$ cat config.mk
export PLATFORM = sky130hd
export DESIGN_NAME = uart_rx_top
export DESIGN_NICKNAME = d
export VERILOG_FILES = /design/src/design/uart_rx_pkg.sv /design/src/design/uart_rx_des.sv /design/src/design/uart_rx_merge.sv /design/src/design/uart_rx_sync.sv /design/src/design/uart_rx_top.sv
export SDC_FILE = /design/constraint.sdc
export NUM_CORES = 1
export LEC_CHECK = 0
export BUFFER_PORTS_ARGS = -buffer_cell sky130_fd_sc_hd__buf_2
export CORE_MARGIN = 2
export CORE_UTILIZATION = 30
export DETAILED_ROUTE_END_ITERATION = 10
export PLACE_DENSITY = 0.48
export SLEW_MARGIN = 20
export SYNTH_ARGS = -nofsm -noshare
export SYNTH_HDL_FRONTEND = slang
export SYNTH_SLANG_ARGS = --single-unit
$ cat constraint.sdc
create_clock -name clk -period 6.8 [get_ports clk]
set_clock_uncertainty 0.2 [all_clocks]
set_input_delay 1.02 -clock clk [delete_from_list [all_inputs] [get_ports clk]]
set_output_delay 1.02 -clock clk [all_outputs]
set_load 0.005 [all_outputs]
$ cat src/design/uart_rx_pkg.sv
// uart receive subsystem, shared widths and types
// channel count, frame shape and vector typedefs
`default_nettype none

package uart_rx_pkg;

    ////////////////////////////////////////////////////////////
    // sizes
    ////////////////////////////////////////////////////////////

    // number of serial channels
    localparam int unsigned CHN = 4;
    // channel index width, CHN must stay a power of two
    localparam int unsigned CHN_W = 2;

    // baud counter and config width
    localparam int unsigned BDR_W = 8;

    // frame shape
    localparam int unsigned DAT_W = 8;
    localparam int unsigned STP_W = 1;
    // start + data + stop
    localparam int unsigned SHF_N = 1 + DAT_W + STP_W;

    ////////////////////////////////////////////////////////////
    // types
    ////////////////////////////////////////////////////////////

    // baud count, baud period or sample position
    typedef logic [BDR_W-1:0] bdr_t;

    // one received byte
    typedef logic [DAT_W-1:0] dat_t;

    // channel number
    typedef logic [CHN_W-1:0] chn_t;

    // one bit per channel
    // lines, valids, full flags, overrun flags
    typedef logic [CHN-1:0] chn_vec_t;

endpackage : uart_rx_pkg

`default_nettype wire

$ cat src/design/uart_rx_des.sv
// single channel uart deserializer
// start edge detect, baud and bit counters, byte out as a valid pulse
`default_nettype none

module uart_rx_des (
    // system
    input  wire                    clk,
    input  wire                    rst,
    // run time config
    input  wire uart_rx_pkg::bdr_t cfg_bdr,
    input  wire uart_rx_pkg::bdr_t cfg_smp,
    // synchronized serial line
    input  wire                    rxd,
    // byte stream, no ready
    output logic                   str_vld,
    output uart_rx_pkg::dat_t      str_dat
);

    // receiver states
    typedef enum logic {
        IDLE,
        SHIFT
    } des_state_t;

    // bit counter, counts 0 .. SHF_N-1
    typedef logic [$clog2(uart_rx_pkg::SHF_N)-1:0] cnt_t;

    des_state_t state;

    // start edge
    logic rxd_dly;
    logic rxd_edg;

    // baud timing
    uart_rx_pkg::bdr_t bdr_cnt;
    logic              bdr_end;
    logic              bdr_smp;

    // bit position within the frame
    cnt_t shf_cnt;
    logic shf_end;

    // data + stop, start falls off the end
    logic [uart_rx_pkg::DAT_W+uart_rx_pkg::STP_W-1:0] shf_dat;

    ////////////////////////////////////////////////////////////
    // start edge
    ////////////////////////////////////////////////////////////

    // delayed line, idles high
    always_ff @(posedge clk or posedge rst) begin
        if (rst) begin
            rxd_dly <= 1'b1;
        end else begin
            rxd_dly <= rxd;
        end
    end

    // high then low
    assign rxd_edg = rxd_dly & ~rxd;

    ////////////////////////////////////////////////////////////
    // baud counter
    ////////////////////////////////////////////////////////////

    // wraps every cfg_bdr+1 clocks while shifting
    always_ff @(posedge clk or posedge rst) begin
        if (rst) begin
            bdr_cnt <= '0;
        end else if (state == SHIFT) begin
            bdr_cnt <= bdr_end ? '0 : bdr_cnt + uart_rx_pkg::bdr_t'(1);
        end else begin
            bdr_cnt <= '0;
        end
    end

    assign bdr_end = bdr_cnt == cfg_bdr;
    assign bdr_smp = bdr_cnt == cfg_smp;

    ////////////////////////////////////////////////////////////
    // frame fsm
    ////////////////////////////////////////////////////////////

    always_ff @(posedge clk or posedge rst) begin
        if (rst) begin
            state   <= IDLE;
            shf_cnt <= '0;
        end else begin
            case (state)
                IDLE: begin
                    if (rxd_edg) begin
                        shf_cnt <= '0;
                        state   <= SHIFT;
                    end
                end
                SHIFT: begin
                    // leave on the stop bit sample, line is high again
                    if (shf_end) begin
                        if (bdr_smp) begin
                            shf_cnt <= '0;
                            state   <= IDLE;
                        end
                    end else if (bdr_end) begin
                        shf_cnt <= shf_cnt + cnt_t'(1);
                    end
                end
                default: state <= IDLE;
            endcase
        end
    end

    assign shf_end = shf_cnt == cnt_t'(uart_rx_pkg::SHF_N - 1);

    // valid one clock after the stop sample
    always_ff @(posedge clk or posedge rst) begin
        if (rst) begin
            str_vld <= 1'b0;
        end else begin
            str_vld <= (state == SHIFT) & shf_end & bdr_smp;
        end
    end

    ////////////////////////////////////////////////////////////
    // shift register
    ////////////////////////////////////////////////////////////

    // lsb first, shifts right at each sample
    always_ff @(posedge clk) begin
        if ((state == SHIFT) && bdr_smp) begin
            shf_dat <= {rxd, shf_dat[uart_rx_pkg::DAT_W+uart_rx_pkg::STP_W-1:1]};
        end
    end

    // byte holds until next frame samples
    assign str_dat = shf_dat[uart_rx_pkg::DAT_W-1:0];

    // a second pulse needs a whole new frame
    assert property (@(posedge clk) disable iff (rst) str_vld |=> !str_vld);

    // counter stays inside the frame
    assert property (@(posedge clk) disable iff (rst)
        int'(shf_cnt) <= uart_rx_pkg::SHF_N - 1);

endmodule : uart_rx_des

`default_nettype wire

$ cat src/design/uart_rx_merge.sv
// channel merger, one holding slot per channel with overrun flags
// round robin grant onto a four phase req/ack port
`default_nettype none

module uart_rx_merge (
    // system
    input  wire                        clk,
    input  wire                        rst,
    // byte streams from the deserializers
    input  wire uart_rx_pkg::chn_vec_t str_vld,
    input  wire uart_rx_pkg::dat_t     str_dat [uart_rx_pkg::CHN],
    // handshake port
    output logic                       req,
    input  wire                        ack,
    output uart_rx_pkg::dat_t          out_dat,
    output uart_rx_pkg::chn_t          out_chn,
    // sticky overrun per channel
    output uart_rx_pkg::chn_vec_t      ovr
);

    // handshake phases
    typedef enum logic [1:0] {
        H_IDLE,
        H_REQ,
        H_WAIT_LOW
    } hs_state_t;

    hs_state_t hs_state;

    // holding slots
    uart_rx_pkg::dat_t     slot_dat [uart_rx_pkg::CHN];
    uart_rx_pkg::chn_vec_t slot_ful;
    uart_rx_pkg::chn_vec_t slot_clr;
    uart_rx_pkg::chn_vec_t slot_wen;
    uart_rx_pkg::chn_vec_t slot_drp;

    // arbiter
    uart_rx_pkg::chn_t rr_lst;
    uart_rx_pkg::chn_t gnt_chn;
    logic              gnt_vld;
    logic              gnt_go;

    ////////////////////////////////////////////////////////////
    // holding slots
    ////////////////////////////////////////////////////////////

    // served slot frees up when ack is seen
    always_comb begin
        slot_clr = '0;
        if ((hs_state == H_REQ) && ack) begin
            slot_clr[out_chn] = 1'b1;
        end
    end

    // write if empty or emptied this cycle, else drop
    assign slot_wen = str_vld & (~slot_ful | slot_clr);
    assign slot_drp = str_vld & slot_ful & ~slot_clr;

    always_ff @(posedge clk or posedge rst) begin
        if (rst) begin
            slot_ful <= '0;
            ovr      <= '0;
        end else begin
            slot_ful <= (slot_ful & ~slot_clr) | slot_wen;
            // sticks until reset
            ovr      <= ovr | slot_drp;
        end
    end

    always_ff @(posedge clk) begin
        for (int i = 0; i < uart_rx_pkg::CHN; i++) begin
            if (slot_wen[i]) begin
                slot_dat[i] <= str_dat[i];
            end
        end
    end

    ////////////////////////////////////////////////////////////
    // round robin
    ////////////////////////////////////////////////////////////

    // first full slot after the last grant
    // walk down so the nearest one wins, rr_lst itself comes last
    always_comb begin
        gnt_vld = 1'b0;
        gnt_chn = rr_lst;
        for (int k = uart_rx_pkg::CHN; k >= 1; k--) begin
            if (slot_ful[uart_rx_pkg::chn_t'(rr_lst + k)]) begin
                gnt_vld = 1'b1;
                gnt_chn = uart_rx_pkg::chn_t'(rr_lst + k);
            end
        end
    end

    // grant only from idle, with ack already low
    assign gnt_go = (hs_state == H_IDLE) & gnt_vld & ~ack;

    ////////////////////////////////////////////////////////////
    // handshake fsm
    ////////////////////////////////////////////////////////////

    always_ff @(posedge clk or posedge rst) begin
        if (rst) begin
            hs_state <= H_IDLE;
            // channel 0 goes first after reset
            rr_lst   <= uart_rx_pkg::chn_t'(uart_rx_pkg::CHN - 1);
        end else begin
            case (hs_state)
                H_IDLE: begin
                    if (gnt_go) begin
                        hs_state <= H_REQ;
                        rr_lst   <= gnt_chn;
                    end
                end
                H_REQ: begin
                    if (ack) begin
                        hs_state <= H_WAIT_LOW;
                    end
                end
                H_WAIT_LOW: begin
                    if (!ack) begin
                        hs_state <= H_IDLE;
                    end
                end
                default: hs_state <= H_IDLE;
            endcase
        end
    end

    // output latched at grant, steady through the handshake
    always_ff @(posedge clk) begin
        if (gnt_go) begin
            out_dat <= slot_dat[gnt_chn];
            out_chn <= gnt_chn;
        end
    end

    assign req = hs_state == H_REQ;

    // payload stable across the request
    assert property (@(posedge clk) disable iff (rst)
        req |=> !req || ($stable(out_dat) && $stable(out_chn)));

    // no new request until ack was seen low
    assert property (@(posedge clk) disable iff (rst) $rose(req) |-> !$past(ack));

endmodule : uart_rx_merge

`default_nettype wire

$ cat src/design/uart_rx_sync.sv
// input synchronizer for the serial lines
// two flops per line, reset to the idle level
`default_nettype none

module uart_rx_sync (
    // system
    input  wire                   clk,
    input  wire                   rst,
    // asynchronous lines
    input  wire uart_rx_pkg::chn_vec_t rxd,
    // lines in the clk domain
    output uart_rx_pkg::chn_vec_t rxd_sync
);

    // first stage, may go metastable
    uart_rx_pkg::chn_vec_t rxd_meta;

    ////////////////////////////////////////////////////////////
    // two flop stages
    ////////////////////////////////////////////////////////////

    // reset to high, idle level
    // no false start edge comes out of reset
    always_ff @(posedge clk or posedge rst) begin
        if (rst) begin
            rxd_meta <= '1;
        end else begin
            rxd_meta <= rxd;
        end
    end

    // second stage settles the first
    always_ff @(posedge clk or posedge rst) begin
        if (rst) begin
            rxd_sync <= '1;
        end else begin
            rxd_sync <= rxd_meta;
        end
    end

endmodule : uart_rx_sync

`default_nettype wire

$ cat src/design/uart_rx_top.sv
// four channel uart receiver top
// synchronizer, per channel deserializers and the req/ack merger
`default_nettype none

module uart_rx_top (
    // system
    input  wire                        clk,
    input  wire                        rst,
    // serial lines, idle high
    input  wire uart_rx_pkg::chn_vec_t rxd,
    // shared config
    input  wire uart_rx_pkg::bdr_t     cfg_bdr,
    input  wire uart_rx_pkg::bdr_t     cfg_smp,
    // byte port
    output logic                       req,
    input  wire                        ack,
    output uart_rx_pkg::dat_t          out_dat,
    output uart_rx_pkg::chn_t          out_chn,
    output uart_rx_pkg::chn_vec_t      ovr
);

    // lines in the clk domain
    wire uart_rx_pkg::chn_vec_t rxd_sync;

    // deserializer outputs
    wire uart_rx_pkg::chn_vec_t str_vld;
    wire uart_rx_pkg::dat_t     str_dat [uart_rx_pkg::CHN];

    uart_rx_sync sync_i (
        .clk      (clk),
        .rst      (rst),
        .rxd      (rxd),
        .rxd_sync (rxd_sync)
    );

    // one deserializer per line
    for (genvar i = 0; i < uart_rx_pkg::CHN; i++) begin : des_g
        uart_rx_des des_i (
            .clk     (clk),
            .rst     (rst),
            .cfg_bdr (cfg_bdr),
            .cfg_smp (cfg_smp),
            .rxd     (rxd_sync[i]),
            .str_vld (str_vld[i]),
            .str_dat (str_dat[i])
        );
    end

    uart_rx_merge merge_i (
        .clk     (clk),
        .rst     (rst),
        .str_vld (str_vld),
        .str_dat (str_dat),
        .req     (req),
        .ack     (ack),
        .out_dat (out_dat),
        .out_chn (out_chn),
        .ovr     (ovr)
    );

endmodule : uart_rx_top

`default_nettype wire

Yosys cells after proc, flatten, opt, wreduce, memory -nomap -nowiden. Memories as Yosys holds them, arrays and structs flattened. A register that Yosys moved wholly into a read port is not among the register bits. Cells that the tools add are included.

Register bits after elaboration: 118. Memory bits (writable): 32. Output and inout bits: 15. Bits of input ports: 23. Memories: 1.

Memory list: merge_i.slot_dat (depth 4, bits a word 8, rd ports 1, clocked after Yosys merged registers in 1, write ports 4, line uart_rx_merge.sv:31) `uart_rx_pkg::dat_t slot_dat [uart_rx_pkg::CHN];`.

Reduce and logical (&&, ||, !) cells: 13. Bitwise logic cells: 32. Mux-type cells: 75. Eq/ne operators: 29. Add/subtract/negate cells: 12. Order comparisons: 6.

Operators with widths (number): 4-bit 2-to-1 mux (17); 8-bit == test (8); 8-bit 2-to-1 mux (8); 8-bit by 1-bit adder with 8-bit output, second input constant (4); 4-bit one-hot mux with 2 select lines (4); 1-bit 2-to-1 mux (29); 3-bit != test, second input constant (8); 4-bit by 1-bit adder with 4-bit output, second input constant (4); 4-bit AND (4); 4-bit == test, second input constant (4); 2-bit by 3-bit < comparator with 1-bit output, second input constant (5); 3-bit AND reduction (5); 1-bit AND (14); 2-bit 2-to-1 mux (7); 2-bit by 1-bit != test with 1-bit output, second input constant (6); 4-bit OR (3); 1-bit NOT (9); 1-bit binary-select mux with 2-bit select (4); 4-bit NOT (2); 1-bit one-hot mux with 2 select lines (4); 1-bit logical AND (6); 2-bit one-hot mux with 3 select lines (1); 2-bit by 1-bit adder with 2-bit output, second input constant (2); 2-bit adder, second input constant (2); other kinds (7) (7).

Logic depth before layout (Yosys ltp).
Depth in word-level cells: 11. Depth in mapped cells: 7. Depth with buffers taken out: 7.

Modules after synthesis. A second synthesis with hierarchy kept.

Cells, all modules: 622. Area, all modules: 7586.0 µm².

Modules (own cells, without submodules): uart_rx_des (cells an instance 109, instances 4, area an instance 1252.5 µm²); uart_rx_merge (cells an instance 177, instances 1, area an instance 2362.3 µm²); uart_rx_sync (cells an instance 9, instances 1, area an instance 214.0 µm²).

Least setup slack after synthesis. Ideal clock, no wire load.

Kind: input -> register. Start: input port cfg_smp[4]. End: register des_g[1].des_i.shf_dat[0] (netlist name), enable pin. Setup slack: 3.953 ns. Stages on the path: 4. Arrival: 2.261 ns. Setup time: 0.387 ns. Required time: 6.213 ns. Cell sequence: clkbuf_1 > xnor2_1 > nand4_1 > nor3_1.

Cells in the longest elaborated chain, start to end: 2.

Ends and longest elaborated chain: start, declared (line uart_rx_top.sv:13) `input wire uart_rx_pkg::bdr_t cfg_smp,`; 8-bit == test (line uart_rx_des.sv:78) `assign bdr_smp = bdr_cnt == cfg_smp;`; 1-bit logical AND (line uart_rx_des.sv:129) `if ((state == SHIFT) && bdr_smp) begin`; end signal, assigned (line uart_rx_des.sv:130) `shf_dat <= {rxd, shf_dat[uart_rx_pkg::DAT_W+uart_rx_pkg::STP_W-1:1]};`; end, declared (line uart_rx_des.sv:44) `logic [uart_rx_pkg::DAT_W+uart_rx_pkg::STP_W-1:0] shf_dat;`.

Every way passes these cells. A chain may end at the register's enable or synchronous reset.

Worst setup path after layout.
Start: register merge_i.hs_state[1]. End: output port req.

Cells in the longest elaborated chain, start to end: 1.

Ends and longest elaborated chain: start, declared (line uart_rx_merge.sv:28) `hs_state_t hs_state;`; start signal, assigned (line uart_rx_merge.sv:104) `hs_state <= H_IDLE;`; start signal, assigned (line uart_rx_merge.sv:111) `hs_state <= H_REQ;`; start signal, assigned (line uart_rx_merge.sv:117) `hs_state <= H_WAIT_LOW;`; 2-bit by 1-bit == test with 1-bit output (line uart_rx_merge.sv:138) `assign req = hs_state == H_REQ;`; end, declared (line uart_rx_top.sv:15) `output logic req,`.

Every way passes these cells.

==> results.yml <==
layout:
  syn2layout_area_growth_pct: 15.9
  fillers: 2249
  diodes: 0
  multiInputGateArea_mm2: 0.00248
  drive_above_1_share_pct: 15.5
  regArea_mm2: 0.00436
  layout.nets: 627
  fin_area_mm2: 0.00814
power_and_ir_drop:
  internal_power_mw: 2.20
  p_per_area_mw_per_mm2: 395
  seqPwrFrac_pct: 44.9
  peakVddDrop_v: 0.000174
  report.power.total_mw: 3.22
  net-switching-power_mw: 1.02
  clockPowerShare_pct: 31.1
  power.leakage_nw: 3.24
  swShare_pct: 31.7
  combPwrFrac_pct: 24.0
sta:
  setup_viol: 0
  drv_slew: 0
  finalHoldViolCount: 0
  worstMarginPinSlew_ps: 812
  finalCriticalPeriod_ps: 2610
  grt_setup_unrepaired: "false"
  slew_headroom_pct: 45.6
  setup_tns_ps: 0
  max_freq_mhz: 383
  finalCritPeriodShare_pct: 38.4
logic_synthesis:
  yosysSeqAreaShare_pct: 62.1
  synth-main-ff-cell: "edfxtp_1"
  synth_fa_ha_area_share_pct: 2.14
  yosys_warnings: 0
  synth-edff-count: 78
  synth_cell_types: 54
  synth_compound_area_share_pct: 5.24
  synth-xor-area-share_pct: 11.0
  synth.avg_cell_area_um2: 12.7
  ys_seq_elements: 158
  syn_inst: 554
  synth_top_family_by_area: "simple AND/OR/NAND/NOR gates"
  syn-cell-area_mm2: 0.00702
  async_reset_ff_share_pct: 50.6
  syn_nets: 589
  muxShareOfSynthArea_pct: 3.72
  yosys.area_share.simple_pct: 13.1
grt:
  grt_usage_pct: 12.4
  grt_pass1_vias: 4369
  antenna_found_initial: 0
  grt_start_max_net_pins: 50
  grt_overflow: 0
  grt_pass1_wl_um: 23400
critical_path:
  cpPeakStageDelay_ps: 390
  crit_required_ps: 5580
  rrSetupSlack_ps: 4460
  slowest_stage: "dfrtp_1"
  timing.critical_path.arrival_ps: 1390
  critical_path.startpoint: "merge_i.hs_state[1]"
  cp_top_family: "flip-flops"
  cp_num_buf_inv: 1
  crit_type: "reg -> out"
  path_cells: "nor2b_1 -> buf_2"
  crit_fanout: 6
  worstSetupStartpointType: "flop"
  r2r_start: "des_g[0].des_i.bdr_cnt[0]"
  crit_path_end_kind: "output port"
floorplanning:
  fp.dieArea_mm2: 0.0246
  die_x_um: 157
  io_pins: 38
  core_mm2: 0.0228
  fp-row-count: 55
  die_h_um: 157
  start_util_pct: 30.8
clock_network:
  cts-root-buf: "clkbuf_16"
  path_clk_slew_ps: 60
  cts_setup_buffers: 0
  cts_resized: 0
  worst_skew_pair.late_latency_ps: 410
  cts_tree: "yes"
  cts_buffer_depth: 2
  cts_htree_levels: 4
  ctsHoldBuffers: 0
  cts_sinks: 158
  cts_buffers: 17
placement:
  placed_area_mm2: 0.00752
  hpwl_um: 10200
  port_buffers: 37
  gp_congestion: 0.871
route:
  via_per_inst: 4.63
  wirelength_um: 14300
  drt_iter0_markers: 203
  drc_errors: 0
  wire_per_inst_um: 15.6
  antenna_left: 0
  num_vias: 4249
  dr.pass1.iters: 4
flow_run:
  drv_cap: 0
hold_path:
  min_path_type: "reg -> reg"
  worst_hold_startpoint: "sync_i.rxd_meta[1]"
run_status:
  status: "completed"
flip-flops by register name (all words and copies together) (netlist names), 4 cells and up:
register             flops
des_g.des_i.bdr_cnt     32
des_g.des_i.rxd_dly      4
des_g.des_i.shf_cnt     16
des_g.des_i.shf_dat     36
des_g.des_i.state        4
des_g.des_i.str_vld      4
merge_i.out_dat          8
merge_i.ovr              4
merge_i.slot_dat        32
merge_i.slot_ful         4
sync_i.rxd_meta          4
sync_i.rxd_sync          4
placed cells by master (no fill, tap or decap), drive strengths merged, types with 2 or more instances in the layout:
master  Yosys  final
a211o       5      5
a21oi       9      9
a221o       5      5
a31o        3      3
and2        7      7
and3       18     18
and4        2      2
buf         6     39
bufinv      0      4
clkbuf     14     19
clkinv      0      5
dfrtp      66     66
dfstp      14     14
edfxtp     78     78
ha         12     12
inv        22     25
mux2i      25     25
nand2      26     26
nand2b      2      2
nand3      22     22
nand3b      4      4
nand4      10     10
nor2       50     50
nor2b       5      5
nor3       11     11
nor4        8      8
nor4b       2      2
o211ai      5      5
o21ai       7      7
o21bai      5      5
o311ai      2      2
or2         3      3
or4         3      3
xnor2      40     40
xor2       48     48
cell families (layout without fill, tap and decap cells):
logic type               count (synthesis)  count (layout)
adder cells (fa/ha/maj)                 12              12
XOR/XNOR                                88              88
flip-flops                             158             158
buffers and inverters                   42              93
AND/OR/NAND/NOR                        178             178
multiplexers                            26              26
AO/OA/AOI/OAI                           50              50
through the flow:
| step | util [%] | hold slack (ps) | instances | setup slack (ps) |
|---|---|---|---|---|
| global placement | 33.0 | 147 | 886 | 3700 |
| floorplan | - | 145 | 554 | 3550 |
| detailed placement | 33.0 | 149 | 886 | 3750 |
| finish | 35.7 | 156 | 918 | 4190 |
| CTS | 35.7 | 158 | 918 | 4180 |
| global route | 35.7 | 160 | 918 | 4100 |
layer usage:
| metal | routed length [µm] | share of wire, % | track usage (%) | up-vias |
|---|---|---|---|---|
| met5 | 0 | 0 | 0 | - |
| met4 | 192 | 1.3 | 3.54 | 0 |
| met3 | 542 | 3.8 | 3.36 | 15 |
| met2 | 6910 | 48 | 20.3 | 76 |
| met1 | 6680 | 47 | 16.1 | 2118 |
| li1 | - | - | - | 2040 |
worst paths after layout:
check / endpoint / cells after the start
worst min register to register: sync_i.rxd_sync[1] / 0
max in group asynchronous: merge_i.slot_ful[1] / 3
worst min-delay path: sync_i.rxd_sync[1] / 0
worst max-delay path: req / 2
min in group asynchronous: des_g[2].des_i.shf_cnt[2] / 2
worst max register to register: des_g[0].des_i.shf_dat[3] / 4
Yosys cell counts (all sizes together) (3+ instances only):
master / n / area share [%]
nor2b: 5 / 0.45
ha: 12 / 2.1
inv: 22 / 1.2
nor4: 8 / 0.80
xnor2: 40 / 5.0
edfxtp: 78 / 33
nor3: 11 / 0.78
a31o: 3 / 0.37
dfrtp: 66 / 24
nand4: 10 / 0.89
nor2: 50 / 2.7
nand2: 26 / 1.4
o21bai: 5 / 0.53
o211ai: 5 / 0.53
or4: 3 / 0.32
dfstp: 14 / 5.2
a211o: 5 / 0.62
mux2i: 25 / 3.6
a21oi: 9 / 0.64
and3: 18 / 1.6
clkbuf: 14 / 0.75
o21ai: 7 / 0.50
nand3b: 4 / 0.43
nand3: 22 / 1.6
or2: 3 / 0.27
and2: 7 / 0.62
buf: 6 / 0.75
a221o: 5 / 0.71
xor2: 48 / 6.0
worst register-to-register path: cells and delay by family, from the launching register on:
kind	cells	cell delay (ps)
xor gates and xnor gates	1	200
DFF	1	480
and+or+nand+nor	3	1080
power by group through the flow:
| stage | Combinational (mW) | Clock (mW) | Sequential [mW] |
|---|---|---|---|
| 6_report | 0.772 | 1.00 | 1.44 |
| 5_1_grt | 0.878 | 1.07 | 1.47 |
| 4_1_cts | 0.781 | 1.03 | 1.44 |
| 3_5_place_dp | 0.776 | 0 | 1.46 |
| 3_3_place_gp | 0.757 | 0 | 1.46 |
| 2_1_floorplan | 0.675 | 0 | 1.36 |
area by class of cell:
class                   instances  share of cell area (%)
clock buffers                  19                    5.32
clock inverters                13                    2.29
inverters                      22                    1.03
multi-input cells             354                    30.5
flip-flops and latches        158                    53.6
well taps                     313                    4.81
repair buffers                 39                    2.46
(Power assumes the default switching activity.)
